==> src/rtl/copy_types_pkg.sv <==
`default_nettype none
// ==========================================================
// copy engine types shared by the control and datapath blocks
// ==========================================================

package copy_types_pkg;

    // host byte address as seen on the memory request ports
    typedef logic [47:0] addr_t;

    // one line of copied data, the unit of every memory transfer
    typedef logic [63:0] line_t;

    // a count of lines, used for job length and completion count
    typedef logic [15:0] len_t;

    // one word on the 64-bit CSR port
    typedef logic [63:0] csr_data_t;

    // byte offset into the CSR space
    typedef logic [7:0]  csr_addr_t;

    // the address advances by one line of bytes per request
    localparam int LINE_BYTES = 8;

endpackage

`default_nettype wire

==> src/rtl/copy_csr_pkg.sv <==
`default_nettype none
// ==========================================================
// copy engine register map and control state encoding
// ==========================================================

package copy_csr_pkg;

    import copy_types_pkg::*;

    // register byte offsets, one 64-bit word apart
    localparam csr_addr_t CSR_SRC    = 8'h00;
    localparam csr_addr_t CSR_DST    = 8'h08;
    localparam csr_addr_t CSR_LEN    = 8'h10;
    localparam csr_addr_t CSR_CTRL   = 8'h18;
    localparam csr_addr_t CSR_STATUS = 8'h20;

    // writing a one here launches a job when the engine is idle
    localparam int CTRL_START = 0;

    // status word layout, the line count sits in the upper half
    localparam int STATUS_BUSY      = 0;
    localparam int STATUS_DONE      = 1;
    localparam int STATUS_COUNT_LSB = 32;

    // job state, FINISH holds done until software starts again
    typedef enum logic [1:0] {IDLE, RUN, FINISH} copy_state_t;

endpackage

`default_nettype wire

==> src/rtl/copy_ctrl.sv <==
`timescale 1ns/1ps
`default_nettype none
// ==========================================================
// copy control, CSR register file and the job state machine
// ==========================================================

module copy_ctrl
    import copy_types_pkg::*;
    import copy_csr_pkg::*;
(
    input  logic      clk,
    input  logic      arst_n,
    input  logic      csr_wr,
    input  logic      csr_rd,
    input  csr_addr_t csr_addr,
    input  csr_data_t csr_wdata,
    output csr_data_t csr_rdata,
    output logic      csr_rvalid,
    output logic      job_start,
    output addr_t     job_src,
    output addr_t     job_dst,
    output len_t      job_len,
    input  len_t      lines_done,
    input  logic      wr_done
);

    addr_t       src_q;
    addr_t       dst_q;
    len_t        len_q;
    copy_state_t state_q;
    copy_state_t state_d;
    logic        start_req;
    csr_data_t   status;

    // a start in RUN is dropped, the running job keeps its registers
    assign start_req = csr_wr && (csr_addr == CSR_CTRL) &&
                       csr_wdata[CTRL_START] && (state_q != RUN);

    always_comb begin
        state_d = state_q;
        case (state_q)
            IDLE, FINISH: if (start_req) state_d = RUN;
            // the write engine reports the last ack, done follows a cycle later
            RUN:          if (wr_done) state_d = FINISH;
            default:      state_d = IDLE;
        endcase
    end

    // status word, busy and done come straight from the state
    always_comb begin
        status = '0;
        status[STATUS_BUSY] = (state_q == RUN);
        status[STATUS_DONE] = (state_q == FINISH);
        status[STATUS_COUNT_LSB +: $bits(len_t)] = lines_done;
    end

    // ==========================================================
    // register writes and state
    // ==========================================================

    always_ff @(posedge clk or negedge arst_n) begin
        if (!arst_n) begin
            state_q    <= IDLE;
            job_start  <= 1'b0;
            csr_rvalid <= 1'b0;
            src_q      <= '0;
            dst_q      <= '0;
            len_q      <= '0;
        end else begin
            state_q    <= state_d;
            job_start  <= start_req;
            // read data always follows the strobe by exactly one cycle
            csr_rvalid <= csr_rd;
            if (csr_wr && (csr_addr == CSR_SRC)) src_q <= csr_wdata[$bits(addr_t)-1:0];
            if (csr_wr && (csr_addr == CSR_DST)) dst_q <= csr_wdata[$bits(addr_t)-1:0];
            if (csr_wr && (csr_addr == CSR_LEN)) len_q <= csr_wdata[$bits(len_t)-1:0];
        end
    end

    // job snapshot is taken on the start edge so later CSR writes leave it alone
    always_ff @(posedge clk) begin
        if (start_req) begin
            job_src <= src_q;
            job_dst <= dst_q;
            job_len <= len_q;
        end
        case (csr_addr)
            CSR_SRC:    csr_rdata <= csr_data_t'(src_q);
            CSR_DST:    csr_rdata <= csr_data_t'(dst_q);
            CSR_LEN:    csr_rdata <= csr_data_t'(len_q);
            CSR_STATUS: csr_rdata <= status;
            // control reads back as zero, as do unmapped offsets
            default:    csr_rdata <= '0;
        endcase
    end

endmodule

`default_nettype wire

==> src/rtl/copy_engine_top.sv <==
`timescale 1ns/1ps
`default_nettype none
// ==========================================================
// copy engine top, control and datapath tied together
// ==========================================================

module copy_engine_top
    import copy_types_pkg::*;
#(
    parameter int FIFO_DEPTH = 4,
    parameter int WR_CREDITS = 2
) (
    input  logic      clk,
    input  logic      arst_n,
    input  logic      csr_wr,
    input  logic      csr_rd,
    input  csr_addr_t csr_addr,
    input  csr_data_t csr_wdata,
    output csr_data_t csr_rdata,
    output logic      csr_rvalid,
    output logic      rd_req_valid,
    output addr_t     rd_req_addr,
    input  logic      rd_rsp_valid,
    input  line_t     rd_rsp_data,
    output logic      wr_req_valid,
    output addr_t     wr_req_addr,
    output line_t     wr_req_data,
    input  logic      wr_credit,
    input  logic      wr_ack
);

    logic  job_start;
    addr_t job_src;
    addr_t job_dst;
    len_t  job_len;
    len_t  lines_done;
    logic  wr_done;
    logic  buf_pop;
    logic  buf_empty;
    line_t buf_data;
    logic  pop;

    copy_ctrl u_ctrl (
        .clk, .arst_n, .csr_wr, .csr_rd, .csr_addr, .csr_wdata, .csr_rdata, .csr_rvalid,
        .job_start, .job_src, .job_dst, .job_len, .lines_done, .wr_done
    );

    // the reader and the buffer must agree on depth for the credit rule to hold
    copy_rd_engine #(.FIFO_DEPTH(FIFO_DEPTH)) u_rd (
        .clk, .arst_n, .job_start, .job_src, .job_len, .buf_pop, .rd_req_valid, .rd_req_addr
    );

    copy_line_buffer #(.FIFO_DEPTH(FIFO_DEPTH)) u_buf (
        .clk, .arst_n, .rd_rsp_valid, .rd_rsp_data, .pop, .buf_empty, .buf_data, .buf_pop
    );

    // write credits match what the host side grants at reset
    copy_wr_engine #(.WR_CREDITS(WR_CREDITS)) u_wr (
        .clk, .arst_n, .job_start, .job_dst, .job_len, .buf_empty, .buf_data, .pop,
        .wr_req_valid, .wr_req_addr, .wr_req_data, .wr_credit, .wr_ack, .lines_done, .wr_done
    );

endmodule

`default_nettype wire

==> src/rtl/copy_line_buffer.sv <==
`timescale 1ns/1ps
`default_nettype none
// ==========================================================
// copy line buffer, read responses queued for the writer
// ==========================================================

module copy_line_buffer
    import copy_types_pkg::*;
#(
    parameter int FIFO_DEPTH = 4
) (
    input  logic  clk,
    input  logic  arst_n,
    input  logic  rd_rsp_valid,
    input  line_t rd_rsp_data,
    input  logic  pop,
    output logic  buf_empty,
    output line_t buf_data,
    output logic  buf_pop
);

    localparam int PW = (FIFO_DEPTH > 1) ? $clog2(FIFO_DEPTH) : 1;
    localparam int CW = $clog2(FIFO_DEPTH + 1);

    line_t         mem [FIFO_DEPTH];
    logic [PW-1:0] wr_ptr;
    logic [PW-1:0] rd_ptr;
    logic [CW-1:0] count;
    logic          take;

    assign buf_empty = (count == '0);
    assign buf_data  = mem[rd_ptr];
    // a pop on an empty buffer is not a pop, so it earns no credit
    assign take      = pop && !buf_empty;

    always_ff @(posedge clk or negedge arst_n) begin
        if (!arst_n) begin
            wr_ptr  <= '0;
            rd_ptr  <= '0;
            count   <= '0;
            buf_pop <= 1'b0;
        end else begin
            // pointers wrap at the depth, which need not be a power of two
            if (rd_rsp_valid) wr_ptr <= (wr_ptr == PW'(FIFO_DEPTH - 1)) ? '0 : wr_ptr + 1'b1;
            if (take) rd_ptr <= (rd_ptr == PW'(FIFO_DEPTH - 1)) ? '0 : rd_ptr + 1'b1;
            count   <= count + CW'(rd_rsp_valid) - CW'(take);
            buf_pop <= take;
        end
    end

    // the read credit rule keeps this from writing into a full buffer
    always_ff @(posedge clk) begin
        if (rd_rsp_valid) mem[wr_ptr] <= rd_rsp_data;
    end

endmodule

`default_nettype wire

==> src/rtl/copy_rd_engine.sv <==
`timescale 1ns/1ps
`default_nettype none
// ==========================================================
// copy read engine, line reads issued against buffer credits
// ==========================================================

module copy_rd_engine
    import copy_types_pkg::*;
#(
    parameter int FIFO_DEPTH = 4
) (
    input  logic  clk,
    input  logic  arst_n,
    input  logic  job_start,
    input  addr_t job_src,
    input  len_t  job_len,
    input  logic  buf_pop,
    output logic  rd_req_valid,
    output addr_t rd_req_addr
);

    localparam int CW = $clog2(FIFO_DEPTH + 1);

    len_t          remain_q;
    addr_t         addr_q;
    logic [CW-1:0] credit_q;
    logic          issue;

    // one credit per buffer slot, so every response has a place to land
    assign issue        = (remain_q != '0) && (credit_q != '0);
    assign rd_req_valid = issue;
    assign rd_req_addr  = addr_q;

    always_ff @(posedge clk or negedge arst_n) begin
        if (!arst_n) begin
            remain_q <= '0;
            addr_q   <= '0;
            credit_q <= CW'(FIFO_DEPTH);
        end else begin
            if (job_start) begin
                remain_q <= job_len;
                addr_q   <= job_src;
            end else if (issue) begin
                remain_q <= remain_q - 1'b1;
                addr_q   <= addr_q + addr_t'(LINE_BYTES);
            end
            // spend on issue and regain on pop, both may happen together
            credit_q <= credit_q + CW'(buf_pop) - CW'(issue);
        end
    end

endmodule

`default_nettype wire

==> src/rtl/copy_wr_engine.sv <==
`timescale 1ns/1ps
`default_nettype none
// ==========================================================
// copy write engine, buffered lines written under host credits
// ==========================================================

module copy_wr_engine
    import copy_types_pkg::*;
#(
    parameter int WR_CREDITS = 2
) (
    input  logic  clk,
    input  logic  arst_n,
    input  logic  job_start,
    input  addr_t job_dst,
    input  len_t  job_len,
    input  logic  buf_empty,
    input  line_t buf_data,
    output logic  pop,
    output logic  wr_req_valid,
    output addr_t wr_req_addr,
    output line_t wr_req_data,
    input  logic  wr_credit,
    input  logic  wr_ack,
    output len_t  lines_done,
    output logic  wr_done
);

    localparam int CW = $clog2(WR_CREDITS + 1);

    addr_t         addr_q;
    logic [CW-1:0] credit_q;

    // a line leaves the buffer only when the host has room for it
    assign pop          = !buf_empty && (credit_q != '0);
    assign wr_req_valid = pop;
    assign wr_req_addr  = addr_q;
    assign wr_req_data  = buf_data;

    always_ff @(posedge clk or negedge arst_n) begin
        if (!arst_n) begin
            addr_q     <= '0;
            credit_q   <= CW'(WR_CREDITS);
            lines_done <= '0;
            wr_done    <= 1'b0;
        end else begin
            if (job_start) addr_q <= job_dst;
            else if (pop)  addr_q <= addr_q + addr_t'(LINE_BYTES);
            credit_q <= credit_q + CW'(wr_credit) - CW'(pop);
            // completion counts acks, not requests, so done means data landed
            if (job_start)   lines_done <= '0;
            else if (wr_ack) lines_done <= lines_done + 1'b1;
            // an empty job finishes right at start with no traffic
            wr_done <= (job_start && (job_len == '0)) ||
                       (!job_start && wr_ack && (lines_done + 1'b1 == job_len));
        end
    end

endmodule

`default_nettype wire

==> config.mk <==
export PLATFORM = sky130hd
export DESIGN_NAME = copy_engine_top
export DESIGN_NICKNAME = d
export VERILOG_FILES = /design/src/rtl/copy_types_pkg.sv /design/src/rtl/copy_csr_pkg.sv /design/src/rtl/copy_ctrl.sv /design/src/rtl/copy_engine_top.sv /design/src/rtl/copy_line_buffer.sv /design/src/rtl/copy_rd_engine.sv /design/src/rtl/copy_wr_engine.sv
export SDC_FILE = /design/constraint.sdc
export NUM_CORES = 1
export LEC_CHECK = 0
export ABC_CLOCK_PERIOD_IN_PS = 12410
export BUFFER_PORTS_ARGS = -buffer_cell sky130_fd_sc_hd__buf_2
export CORE_UTILIZATION = 35
export DETAILED_ROUTE_END_ITERATION = 10
export GPL_TIMING_DRIVEN = 0
export PLACE_DENSITY = 0.6
export RECOVER_POWER = 100
export SYNTH_ARGS = -nofsm -noshare
export SYNTH_HDL_FRONTEND = slang
export SYNTH_SLANG_ARGS = --single-unit
==> constraint.sdc <==
create_clock -name clk -period 12.41 [get_ports clk]
set_clock_uncertainty 0.15 [all_clocks]
set_input_delay 0.6205 -clock clk [delete_from_list [all_inputs] [get_ports clk]]
set_output_delay 0.6205 -clock clk [all_outputs]
set_load 0.005 [all_outputs]
# Yosys cells after proc, flatten, opt, wreduce, memory -nomap -nowiden
# Memories as Yosys holds them, arrays and structs flattened.
# Cells that the tools add are included.
[word_totals]
ff_bits = 418
ramBits = 256
input_bits = 143
output_inout_bits = 227
wordCells = 89
memories = 1
[classes]
n_addsub = 12
eq_ne = 12
muxes = 16
n_reduce_logical = 27
[mem_list]
columns = ["memory", "words", "word_bits", "read_ports", "rd_clocked_by_memory_dff", "wr", "line", "rtl"]
rows = [
  ["u_buf.mem", 4, 64, 1, 0, 1, "copy_line_buffer.sv:25", "line_t mem [FIFO_DEPTH];"],
]
[op_table]
columns = ["operator", "count"]
rows = [
  ["$mux 48", 4],
  ["$pmux 48 s4", 1],
  ["$add 48x4->48 const B", 2],
  ["$mux 16", 4],
  ["$add 16x1->16 const B", 1],
  ["$eq 16x16->1", 1],
  ["$eq 8x5->1 const B", 2],
  ["$logic_not 16->1", 1],
  ["$reduce_bool 16->1", 1],
  ["$sub 16x1->16 const B", 1],
  ["$logic_and 1x1->1", 12],
  ["$eq 8x4->1 const B", 1],
  ["$eq 8x6->1 const B", 1],
  ["$logic_not 8->1", 1],
  ["$mux 2", 4],
  ["$reduce_bool 2->1", 4],
  ["$add 3x1->3", 2],
  ["$eq 2x2->1 const B", 3],
  ["$ne 2x1->1 const B", 3],
  ["$sub 3x1->3", 2],
  ["$add 2x1->2 const B", 2],
  ["$pmux 2 s2", 1],
  ["$logic_not 3->1", 1],
  ["$reduce_bool 3->1", 1],
  ["other kinds (9)", 11],
]

# Depth between registers and ports, before layout
# Gate-level depths: netlist of run 1.
[depth]
word_depth = 6
ltp_mapped = 13
mapped_depth_nobuf = 12

# Cells and area by module
# A second synthesis of run 1 with hierarchy kept.
[hier_totals]
cells_unflattened = 1892
hier_area_um2 = 27950.6
[modules_own_cells]
columns = ["mod", "n_inst", "cells_per_inst", "area_each_um2", "seq_area_each_um2"]
rows = [
  ["copy_ctrl", 1, 553, 9803.2, 7226.9],
  ["copy_line_buffer", 1, 372, 9671.8, 7887.6],
  ["copy_wr_engine", 1, 508, 4410.5, 1677.9],
  ["copy_rd_engine", 1, 459, 4065.1, 1677.9],
]

# Worst setup path before layout of run 1
# Ideal clock, no wire load.
[synth_path]
kind = "input port to flip-flop"
from = "in csr_addr[1]"
to = "reg u_ctrl.job_start"
setup_ps = 911
arrival_ps = 9061
t_required_ps = 11349
path_slack_ps = 2287
cell_stages = 4
n_path_buf = 0
path_cell_list = "or4_1 nor2_1 nand2_1 nor3_1"
[synth_via]
elab_chain_cells = 4
[synth_rtl]
columns = ["element", "line", "rtl"]
rows = [
  ["start: declaration", "copy_engine_top.sv:17", "input csr_addr_t csr_addr,"],
  ["$eq 8x5->1", "copy_ctrl.sv:36", "assign start_req = csr_wr && (csr_addr == CSR_CTRL) &&"],
  ["$logic_and 1x1->1 (2 in series)", "copy_ctrl.sv:36", ""],
  ["$logic_and 1x1->1", "copy_ctrl.sv:37", "csr_wdata[CTRL_START] && (state_q != RUN);"],
  ["net u_ctrl.start_req", "copy_ctrl.sv:32", "logic start_req;"],
  ["end signal: assignment", "copy_ctrl.sv:71", "job_start <= start_req;"],
  ["end: declaration", "copy_ctrl.sv:19", "output logic job_start,"],
]
# The timed path passes the listed nets, and every way through them passes these cells.
# A chain may end at the register's enable or synchronous reset.

==> results of run 1 <==
[repair_timing]
item | CTS | global route
setup endpoints to repair | 0 | 0
endpoints found under the hold margin | 82 | 0
hold buffers | 2 | 0
[cell families (layout without fill, tap and decap cells)]
group / count (synthesis) / in the layout / share of synthesized area, %
XOR/XNOR: 141 / 141 / 4.59
multiplexers: 209 / 209 / 11.5
other: 1 / 17 / 0.0139
buffers and inverters: 130 / 626 / 2.15
adder cells (fa/ha/maj): 17 / 17 / 0.847
AND/OR/NAND/NOR: 446 / 446 / 8.25
flip-flops: 674 / 674 / 68.7
AO/OA/AOI/OAI: 181 / 181 / 4.01
[per-layer routing]
metal	vias up	share of wire, %	track usage, %
met4	16	2.5	6.16
met3	119	8.9	6.19
li1	7510	-	-
met1	8349	40	22.9
met2	493	48	29.7
met5	-	0.13	0
[placed cells by master (no fill, tap or decap), types with 12 or more instances in the layout]
cell type	count
inv_1	29
nor4_1	12
conb_1	16
buf_4	16
nor2_1	43
mux4_2	64
o21ai_0	110
clkinv_2	13
dfrtp_1	256
o22ai_1	17
nand2_1	195
mux2i_1	24
a22o_1	19
nand4_1	36
edfxtp_1	368
and2_0	19
xor2_1	83
nand3_1	52
mux2_1	19
ha_1	15
buf_2	126
mux2_2	101
xnor2_1	58
nor3_1	23
clkbuf_16	77
and3_1	23
clkbuf_1	325
a22oi_1	13
dfxtp_1	48
[state kept, by name, summed over array words and instances, names as in the netlist, 3 cells and up]
signal            cells
u_ctrl.job_src       48
u_ctrl.job_dst       48
u_ctrl.job_len       16
u_rd.credit_q         3
u_rd.rd_req_addr     48
u_ctrl.len_q         16
u_buf.count           3
u_ctrl.csr_rdata     48
u_rd.remain_q        16
u_ctrl.dst_q         48
u_wr.wr_req_addr     48
u_buf.mem           256
u_wr.lines_done      16
u_ctrl.src_q         48
[power by group]
part	switching (W)	total, W	internal [W]	leakage [nW]
sequential	0.000148	0.00279	0.00264	7.26
combinational	0.000625	0.00112	0.000497	3.86
clock	0.000942	0.00221	0.00127	1.21
[worst paths after layout]
path,to,start
hold reg to reg,u_rd.rd_req_addr[29],u_ctrl.job_src[29]
max in group clk,u_ctrl.job_len[13],csr_addr[3]
min in group asynchronous,u_ctrl.dst_q[13],arst_n
setup reg to reg,u_buf.mem[1][8],u_buf.wr_ptr[1]
hold / removal,u_ctrl.src_q[42],csr_wdata[42]
setup / recovery,u_rd.rd_req_addr[0],arst_n
[cell type report]
type                            instances  share of cell area, %
Clock inverter                         39                   1.27
Buffer                                101                   1.37
Sequential cell                       674                   57.4
Clock buffer                          102                   6.47
Timing Repair Buffer                  355                   4.82
Tap cell                             1030                   4.01
Multi-Input combinational cell       1010                   24.3
Antenna cell                            1                0.00778
Inverter                               29                  0.338
[through the flow]
stage / setup TNS (ps) / power (W)
after CTS: 0 / 0.00625
final: 0 / 0.00612
after detailed placement: 0 / 0.00402
after global routing: 0 / 0.00643
after floorplan: 0 / 0.00351
after global placement: -289820 / 0.00397
==> metrics.md, run 1 <==
| Metric | Value |
|---|---|
| Fin cells | roughly 3.3k |
| Worst reg-to-reg setup slack | 7690 ps |
| GPL Wtd Cong | between 0.8 and 0.9 |
| Critical Path Max Stage Delay | about 3300 ps |
| LEAKAGE | about 12 nW |
| Min-delay worst type | in -> reg |
| CTS H-tree lvls | 3 |
| Worst path depth | 2 |
| Max-Cap Viols | 8 |
| DRT Wirelength | ~72 mm |
| Clock transition at path regs | 60 ps |
| Port Buffers | 336 |
| Vias | between 15k and 20k |
| CP Capture Type | async pin |
| Startpoint types | input pin |
| Slowest CP cell | clkbuf_1 |
| Synth cell types | 61 |
| Register area share after synthesis | 68.7% |
| Period utilisation layout | 41.0% |
| Mapped Area | approximately 27000 um^2 |
| CTS resizes | 0 |
| Die height | between 200 and 300 um |
| Post-synth top cells | edfxtp_1 (368), dfrtp_1 (256), nand2_1 (195) |
| Register area | ~18000 um^2 |
| Final core utilization | 42.4% |
| Die W | 279 um |
| Crit-path max FO | 82 |
| Final worst slack | 7320 ps |
| DRT iter0 DRCs | between 1k and 1.5k |
| Failing checks | max-capacitance violations, max-slew violations |
| Final Hold Viols | 0 |
| CORE AREA | between 70000 and 80000 um^2 |
| FP Rows | about 100 |
| Largest net degree at the start of global routing | slightly above 100 |
| Post-synthesis area per instance | approximately 15 um^2 |
| Area leader, netlist | edfxtp_1 |
| # setup viols final | 0 |
| Post-placement cell area | 30200 um^2 |
| Worst Setup Path Type | in -> async |
| Slew @ Worst Pin | 4760 ps |
| DP Wirelength | 52.0 mm |
| Synthesized flop and latch total | a little under 700 |
| Setup bufs post-CTS | 0 |
| Share of layout cells above drive strength 1 | 18.7% |
| Fmax | between 150 and 200 MHz |
| TritonCTS clock tree | built |
| CP Data Arrival Time | roughly 4500 ps |
| Post-synth EDFFs | 368 |
| Initial antenna violation count | 12 |
| CTS Buffer Depth | 3 |
| Yosys top cell area share | between 40% and 50% |
| Yosys warns | 0 |
| Residual DRC | 0 |
| Status | finished with violations |
| Congestion Overflow GR | 0 |
| Antenna Nets Post-Route | 0 |
| Crit path buf inv count | 2 |
| Ports | 370 |
| Ys flop type | edfxtp_1 |
| Cells on worst reg2reg path | 4 |
| Design Area, Final | about 32000 um^2 |
| Number of CTS-inserted buffers | 76 |
| Vias in the first global route | around 17k |
| First-pass GRT wire length | roughly 110 mm |
| Cells after Synth | approximately 1.8k |
| Die area | around 80000 um^2 |
| P per Cell Area | roughly 190 nW/um^2 |
| Dominant cell by count in the synthesized netlist | edfxtp_1 |
| Setup WS pre-CTS | 8760 ps |
| Clock root buffer master | clkbuf_16 |
| Vias per Instance | 4.93 |
| Hold path depth | 2 |
| Peak supply drop | around 0.11 mV |
| Cell Chain, Critical Path | dlygate4sd3_1, clkbuf_1 |
| Ys async rst share | approximately two fifths |
| Number of placed cells counting well taps | about 3.2k |
| Relative slew slack | -217% |
| Drt first pass iters | 5 |
| Synth top area cells | edfxtp_1 (41%), dfrtp_1 (24%), mux4_2 (5.4%) |
| Starting density of the core | between 30% and 40% |
| CTS sink count | 674 |
| RSZ-0062 raised after global routing | false |
| NumNets Final | 2407 |
| Multi-input combinational cell area | 7820 um^2 |
| Max-slew violations | 336 |
| Avg WL per Cell | 21.5 um |
| Largest delay share family, worst path | buffers and inverters |
| CP required | roughly 12000 ps |
| Tightest hold margin | 80.8 ps |
| Filler cells | ~7.0k |
| GRT Total Usage | a little under a fifth |
| Clk Latency, worst-skew pair | 620 ps |
| Synth-to-Final Area Change | 19.6% |
| Post-layout min period | roughly 5100 ps |
No activity file was read; power rests on OpenSTA's default activity.
==> run 2, diff against run 1 <==
--- a/config.mk
+++ b/config.mk
@@ -5,7 +5,7 @@
 export SDC_FILE = /design/constraint.sdc
 export NUM_CORES = 1
 export LEC_CHECK = 0
-export ABC_CLOCK_PERIOD_IN_PS = 12410
+export ABC_CLOCK_PERIOD_IN_PS = 5100
 export BUFFER_PORTS_ARGS = -buffer_cell sky130_fd_sc_hd__buf_2
 export CORE_UTILIZATION = 35
 export DETAILED_ROUTE_END_ITERATION = 10
==> constraint.sdc (replaced) <==
create_clock -name clk -period 5.1 [get_ports clk]
set_clock_uncertainty 0.15 [all_clocks]
set_input_delay 0.255 -clock clk [delete_from_list [all_inputs] [get_ports clk]]
set_output_delay 0.255 -clock clk [all_outputs]
set_load 0.005 [all_outputs]
==> run 2 against run 1 <==
Against the previous run: the run still ends with max-capacitance violations, max-slew violations left; sequential cell count unchanged; via count is 3.3% higher; wire length rose by 1.7%; critical endpoint is now u_ctrl.job_dst[16].
==> metrics.md, run 2 (same netlist as run 1, synthesis figures left out) <==
| Metric | Value |
|---|---|
| Most frequent cells in the layout | edfxtp_1 (368), clkbuf_1 (311), dfrtp_1 (256) |
| Congestion Overflow GR | 0 (unchanged) |
| CTS resizes | 0 (unchanged) |
| Vias per Instance | 4.94 (about the same) |
| Vias | 17.0k (+3.3%) |
| CORE AREA | 75900 um^2 (unchanged) |
| Final worst slack | 1030 ps (-6290 ps) |
| DP Wirelength | 51.9 mm (-0.26%) |
| CP Capture Type | flop |
| # setup viols final | 0 (unchanged) |
| Hold-fix buffers, CTS | 120 (+118) |
| Worst reg-to-reg setup slack | 1160 ps (-6530 ps) |
| GRT Total Usage | 18.6% (+0.25 points) |
| P per Cell Area | 451 nW/um^2 (+140%) |
| Setup bufs post-CTS | 0 (unchanged) |
| NumNets Final | 2520 (+4.7%) |
| DRT Wirelength | 73.1 mm (+1.7%) |
| CP required | 5260 ps (-6580 ps) |
| Peak supply drop | 0.237 mV (+110%) |
| Share of layout cells above drive strength 1 | 18.0% (-0.76 points) |
| Antenna Nets Post-Route | 0 (unchanged) |
| First-pass GRT wire length | 109 mm (+1.6%) |
| Die area | 77900 um^2 (unchanged) |
| LEAKAGE | 12.9 nW (+4.4%) |
| Tightest hold margin | 17.0 ps (-63.7 ps) |
| Starting density of the core | 35.4% (unchanged) |
| Clk Latency, worst-skew pair | 610 ps (about the same) |
| Die W | 279 um (unchanged) |
| Slew @ Worst Pin | 2340 ps (-2420 ps) |
| TritonCTS clock tree | built |
| Ports | 370 (unchanged) |
| Post-layout min period | slightly above 4000 ps |
| Crit-path max FO | 20 (-76%) |
| Status | finished with violations |
| Worst Setup Path Type | in -> reg |
| Avg WL per Cell | 21.2 um (-1.5%) |
| Cells on worst reg2reg path | 13 (+9) |
| Largest Register | u_buf.mem |
| Port Buffers | 336 (unchanged) |
| Final Hold Viols | 0 (unchanged) |
| CTS H-tree lvls | 3 (unchanged) |
| Post-placement cell area | 30300 um^2 (about the same) |
| Synth-to-Final Area Change | 24.3% |
| CTS sink count | 674 (unchanged) |
| Setup WS pre-CTS | 1580 ps (-7180 ps) |
| Largest register FFs | 256 (unchanged) |
| Period utilisation layout | roughly 80% |
| Drt first pass iters | 5 (unchanged) |
| Worst r2r src | u_rd.remain_q[0] |
| Clock transition at path regs | 60 ps (about the same) |
| Number of CTS-inserted buffers | 74 (-2.6%) |
| GPL Wtd Cong | 0.849 (+0.28%) |
| Clock root buffer master | clkbuf_16 |
| Vias in the first global route | 17.6k (+3.6%) |
| Max-Cap Viols | 5 (-3) |
| CP Data Arrival Time | 4230 ps (-280 ps) |
| Final core utilization | 44.0% (+1.7 points) |
| Commonest non-fill, non-tap cell in the layout | edfxtp_1 |
| Worst R2R End | u_rd.credit_q[2] |
| Min-delay worst type | in -> async |
| Die height | 279 um (unchanged) |
| Residual DRC | 0 (unchanged) |
| RSZ-0062 raised after global routing | false |
| Design Power | 0.0151 W (+150%) |
| Failing checks | max-capacitance violations, max-slew violations |
| Initial antenna violation count | 9 (-3) |
| FP Rows | 101 (unchanged) |
| Largest net degree at the start of global routing | 108 (+5.9%) |
| CTS Buffer Depth | 3 (unchanged) |
| Design Area, Final | 33400 um^2 (+3.9%) |
| Fmax | between 200 and 250 MHz |
| Relative slew slack | -55.8% (+160 points) |
| DRT iter0 DRCs | 1195 (+14%) |
| Startpoint types | input pin |
| Max-slew violations | 170 (-49%) |
-- run 2: report_power, final --
part	internal [W]	switching (W)	total (W)
Combinational	0.00125	0.00156	0.00282
Sequential	0.00642	0.000352	0.00677
Clock	0.00330	0.00221	0.00550
-- run 2: worst max path at each step --
stage                                end  slack [ps]             start  depth (start not counted)
floorplan              u_ctrl.job_dst[0]         720       csr_addr[1]                          4
CTS                 u_rd.rd_req_addr[46]        1710  u_rd.remain_q[0]                          9
global route            u_rd.credit_q[2]         830  u_rd.remain_q[0]                         13
global placement         u_buf.rd_ptr[1]       -1300            arst_n                          1
finish                u_ctrl.job_dst[16]        1030       csr_addr[3]                          7
detailed placement  u_rd.rd_req_addr[46]        1580  u_rd.remain_q[0]                          9
-- run 2: layer usage --
layer	routed length (um)	track usage [%]	part of all wire (%)	vias to the layer above
met2	35500	30.7	49	527
met5	87	0	0.12	-
met4	1740	5.72	2.4	14
li1	-	-	-	7741
met1	29300	23.1	40	8627
met3	6470	5.90	8.8	119
-- run 2: critical path, cell delays in order --
cell	delay, ps
clkbuf_1	150
clkbuf_1	650
nand4b_1	300
nor3_1	1490
clkbuf_1	920
buf_16	240
buf_16	180
-- run 2: cell type report --
| cell class | instances | area [um^2] |
|---|---|---|
| clock inverters | 38 | 480 |
| plain buffers | 101 | 439 |
| inverters | 29 | 109 |
| clock buffers | 97 | 2040 |
| repair buffers | 470 | 2790 |
| flip-flops and latches | 674 | 18500 |
| diodes | 1 | 2.50 |
| fillers | 6913 | 42500 |
| well taps | 1030 | 1290 |
| multi-input cells | 1010 | 7810 |
-- run 2: metrics by stage --
stage,TNS (ps),std cells
CTS,0,3449
global route,0,3450
global placement,-453360,3180
finish,0,3450
detailed placement,0,3194
floorplan,0,1814
==> run 3, diff against run 2 <==
--- a/config.mk
+++ b/config.mk
@@ -5,12 +5,12 @@
 export SDC_FILE = /design/constraint.sdc
 export NUM_CORES = 1
 export LEC_CHECK = 0
-export ABC_CLOCK_PERIOD_IN_PS = 5100
+export ABC_CLOCK_PERIOD_IN_PS = 3510
 export BUFFER_PORTS_ARGS = -buffer_cell sky130_fd_sc_hd__buf_2
 export CORE_UTILIZATION = 35
 export DETAILED_ROUTE_END_ITERATION = 10
 export GPL_TIMING_DRIVEN = 0
-export PLACE_DENSITY = 0.6
+export PLACE_DENSITY = 0.62
 export RECOVER_POWER = 100
 export SYNTH_ARGS = -nofsm -noshare
 export SYNTH_HDL_FRONTEND = slang
==> constraint.sdc (replaced) <==
create_clock -name clk -period 3.51 [get_ports clk]
set_clock_uncertainty 0.15 [all_clocks]
set_input_delay 0.1755 -clock clk [delete_from_list [all_inputs] [get_ports clk]]
set_output_delay 0.1755 -clock clk [all_outputs]
set_load 0.005 [all_outputs]
==> run 3 against run 2 <==
Against the previous run: the run still ends with max-capacitance violations, max-slew violations left; global-route usage down 0.058 points; sequential cell count is the same; combinational power is 48% higher; hold slack better by 42 ps; power is 46% higher; utilization up 0.28 points; critical path depth increased by 2; register-to-register slack got worse by 940 ps; sequential share of layout area down 0.35 points; clock power grew 45%; cell count is 0.12% higher; critical path type unchanged; critical endpoint is now u_ctrl.job_dst[29]; largest cell class unchanged; highest routed layer unchanged.
==> metrics.md, run 3 (same netlist as run 1, synthesis figures left out) <==
| Metric | Value |
|---|---|
| Setup bufs post-CTS | 0 (unchanged) |
| Sequential share of power | 44.7% (-0.2 points) |
| Largest net degree at the start of global routing | 108 (unchanged) |
| Vias | 16.9k (-0.56%) |
| NumNets Final | 2521 (+0.040%) |
| DRT Wirelength | 72.5 mm (-0.88%) |
| N_diodes | 0 (-1) |
| Clock root buffer master | clkbuf_16 |
| CORE AREA | 75900 um^2 (unchanged) |
| Startpoint types | input pin |
| CP required | 3640 ps (-1620 ps) |
| Port Buffers | 336 (unchanged) |
| Most frequent CP cell | buf_16 |
| Internal | 0.0159 W (+45%) |
| CTS H-tree lvls | 3 (unchanged) |
| # setup viols final | 0 (unchanged) |
| First-pass GRT wire length | 109 mm (+0.34%) |
| CTS Buffer Depth | 3 (unchanged) |
| Post-layout min period | about 3400 ps |
| Period utilisation layout | between 90 and 100% |
| Avg WL per Cell | 21.0 um (-0.99%) |
| Final Hold Viols | 0 (unchanged) |
| TritonCTS clock tree | built |
| Critical Path Max Stage Delay | 1110 ps (-380 ps) |
| Residual DRC | 0 (unchanged) |
| Crit path buf inv count | 5 (unchanged) |
| Slew @ Worst Pin | 2560 ps (+223 ps) |
| Share of layout cells above drive strength 1 | 19.0% (+0.99 points) |
| Die area | 77900 um^2 (unchanged) |
| FP Rows | 101 (unchanged) |
| Die height | 279 um (unchanged) |
| Min-delay worst type | in -> reg |
| Cell Chain, Critical Path | buf_2, or4_1, nor2_1, nand2_2, dlygate4sd3_1, nor3_2, buf_16, buf_16, buf_4 |
| Design Power | 0.0220 W (+46%) |
| P per Cell Area | 655 nW/um^2 (+45%) |
| Synth-to-Final Area Change | 25.1% |
| DP Wirelength | 51.7 mm (-0.34%) |
| CP Capture Type | flop |
| Largest delay share family, worst path | simple AND/OR/NAND/NOR gates |
| Combinational share of power | 18.9% (+0.2 points) |
| Drt first pass iters | 5 (unchanged) |
| Ports | 370 (unchanged) |
| Largest Register | u_buf.mem |
| GPL Wtd Cong | 0.889 (+4.7%) |
| GRT Total Usage | 18.5% (-0.058 points) |
| Status | finished with violations |
| Psw | 0.00614 W (+49%) |
| LEAKAGE | 13.0 nW (+0.83%) |
| Vias in the first global route | 17.8k (+1.3%) |
| Failing checks | max-capacitance violations, max-slew violations |
| Congestion Overflow GR | 0 (unchanged) |
| Vias per Instance | 4.90 (-0.68%) |
| CTS sink count | 674 (unchanged) |
| Max-slew violations | 134 (-21%) |
| Worst Setup Path Type | in -> reg |
| Sw frac | 27.9% (+0.56 points) |
| Commonest non-fill, non-tap cell in the layout | edfxtp_1 |
| CP Data Arrival Time | 3490 ps (-740 ps) |
| Clock transition at path regs | 60 ps (about the same) |
| Slowest CP cell | nor3_2 |
| Initial antenna violation count | 6 (-3) |
| Peak supply drop | 0.350 mV (+48%) |
| Relative slew slack | -70.6% (-15 points) |
| Antenna Nets Post-Route | 0 (unchanged) |
| Number of CTS-inserted buffers | 75 (+1.4%) |
| Fmax | 297 MHz |
| Fin cells | 3454 (+0.12%) |
| DRT iter0 DRCs | 1095 (-8.4%) |
| Most frequent cells in the layout | edfxtp_1 (368), clkbuf_1 (301), dfrtp_1 (256) |
| Die W | 279 um (unchanged) |
| Starting density of the core | 35.4% (unchanged) |
| Setup WS pre-CTS | -499 ps (-2080 ps) |
| Clock power share | 36.3% (-0.2 points) |
| RSZ-0062 raised after global routing | false |
| Largest register FFs | 256 (unchanged) |
| Clk Latency, worst-skew pair | 630 ps (+20 ps) |
| Number of placed cells counting well taps | 3192 (-0.063%) |
| Max-Cap Viols | 4 (-1) |
| Final worst slack | 149 ps (-885 ps) |
| Crit-path max FO | 19 (-5.0%) |
-- run 3: final timing paths --
check                           slack [ps]              endpoint          startpoint  cells past startpoint
max in group asynchronous              680      u_wr.credit_q[1]              arst_n                      4
worst min-delay path                    60     u_ctrl.csr_rvalid              csr_rd                      2
worst max register to register         220      u_rd.credit_q[2]    u_rd.remain_q[9]                     11
min in group asynchronous              720      u_ctrl.src_q[10]              arst_n                      2
worst max-delay path                   150    u_ctrl.job_dst[29]         csr_addr[1]                      9
worst min register to register         300  u_rd.rd_req_addr[44]  u_ctrl.job_src[44]                      2
-- run 3: power by group through the flow --
stage | clock, W | combinational [W] | sequential, W
2_1_floorplan | 0 | 0.00257 | 0.00986
3_3_place_gp | 0 | 0.00408 | 0.00998
3_5_place_dp | 0 | 0.00427 | 0.00997
4_1_cts | 0.00820 | 0.00440 | 0.00982
5_1_grt | 0.00852 | 0.00461 | 0.00993
6_report | 0.00800 | 0.00417 | 0.00985
-- run 3: timing repair --
action,CTS,global route
resized for setup,2,2
cloned,0,0
endpoints found under the hold margin,545,0
hold buffers,122,0
pin swaps,0,0
endpoints found under the setup margin,16,2
-- run 3: area by class of cell --
| cell class | instances | area, um^2 |
|---|---|---|
| plain buffers | 101 | 453 |
| clock buffers | 102 | 2120 |
| clock inverters | 38 | 425 |
| fillers | 6902 | 42300 |
| inverters | 29 | 109 |
| multi-input cells | 1010 | 7890 |
| flip-flops and latches | 674 | 18500 |
| well taps | 1030 | 1290 |
| repair buffers | 470 | 2890 |
-- run 3: per-layer routing --
layer | up-vias | track usage, % | share of wire, %
li1 | 7747 | - | -
met1 | 8547 | 22.7 | 40
met2 | 485 | 30.6 | 48
met3 | 143 | 6.12 | 8.7
met4 | 10 | 6.23 | 2.9
met5 | - | 0 | 0.084
-- run 3: metrics by stage --
step           utilization, %  hold WS (ps)  setup TNS, ps  instance area (um^2)
6_report                 44.3          58.6              0                 33600
4_1_cts                  44.9          17.9              0                 34100
2_1_floorplan               -          -270         -77600                 27000
3_3_place_gp             39.4           133       -1118560                 29900
3_5_place_dp             39.9           118          -3770                 30300
5_1_grt                  44.3          35.8              0                 33600
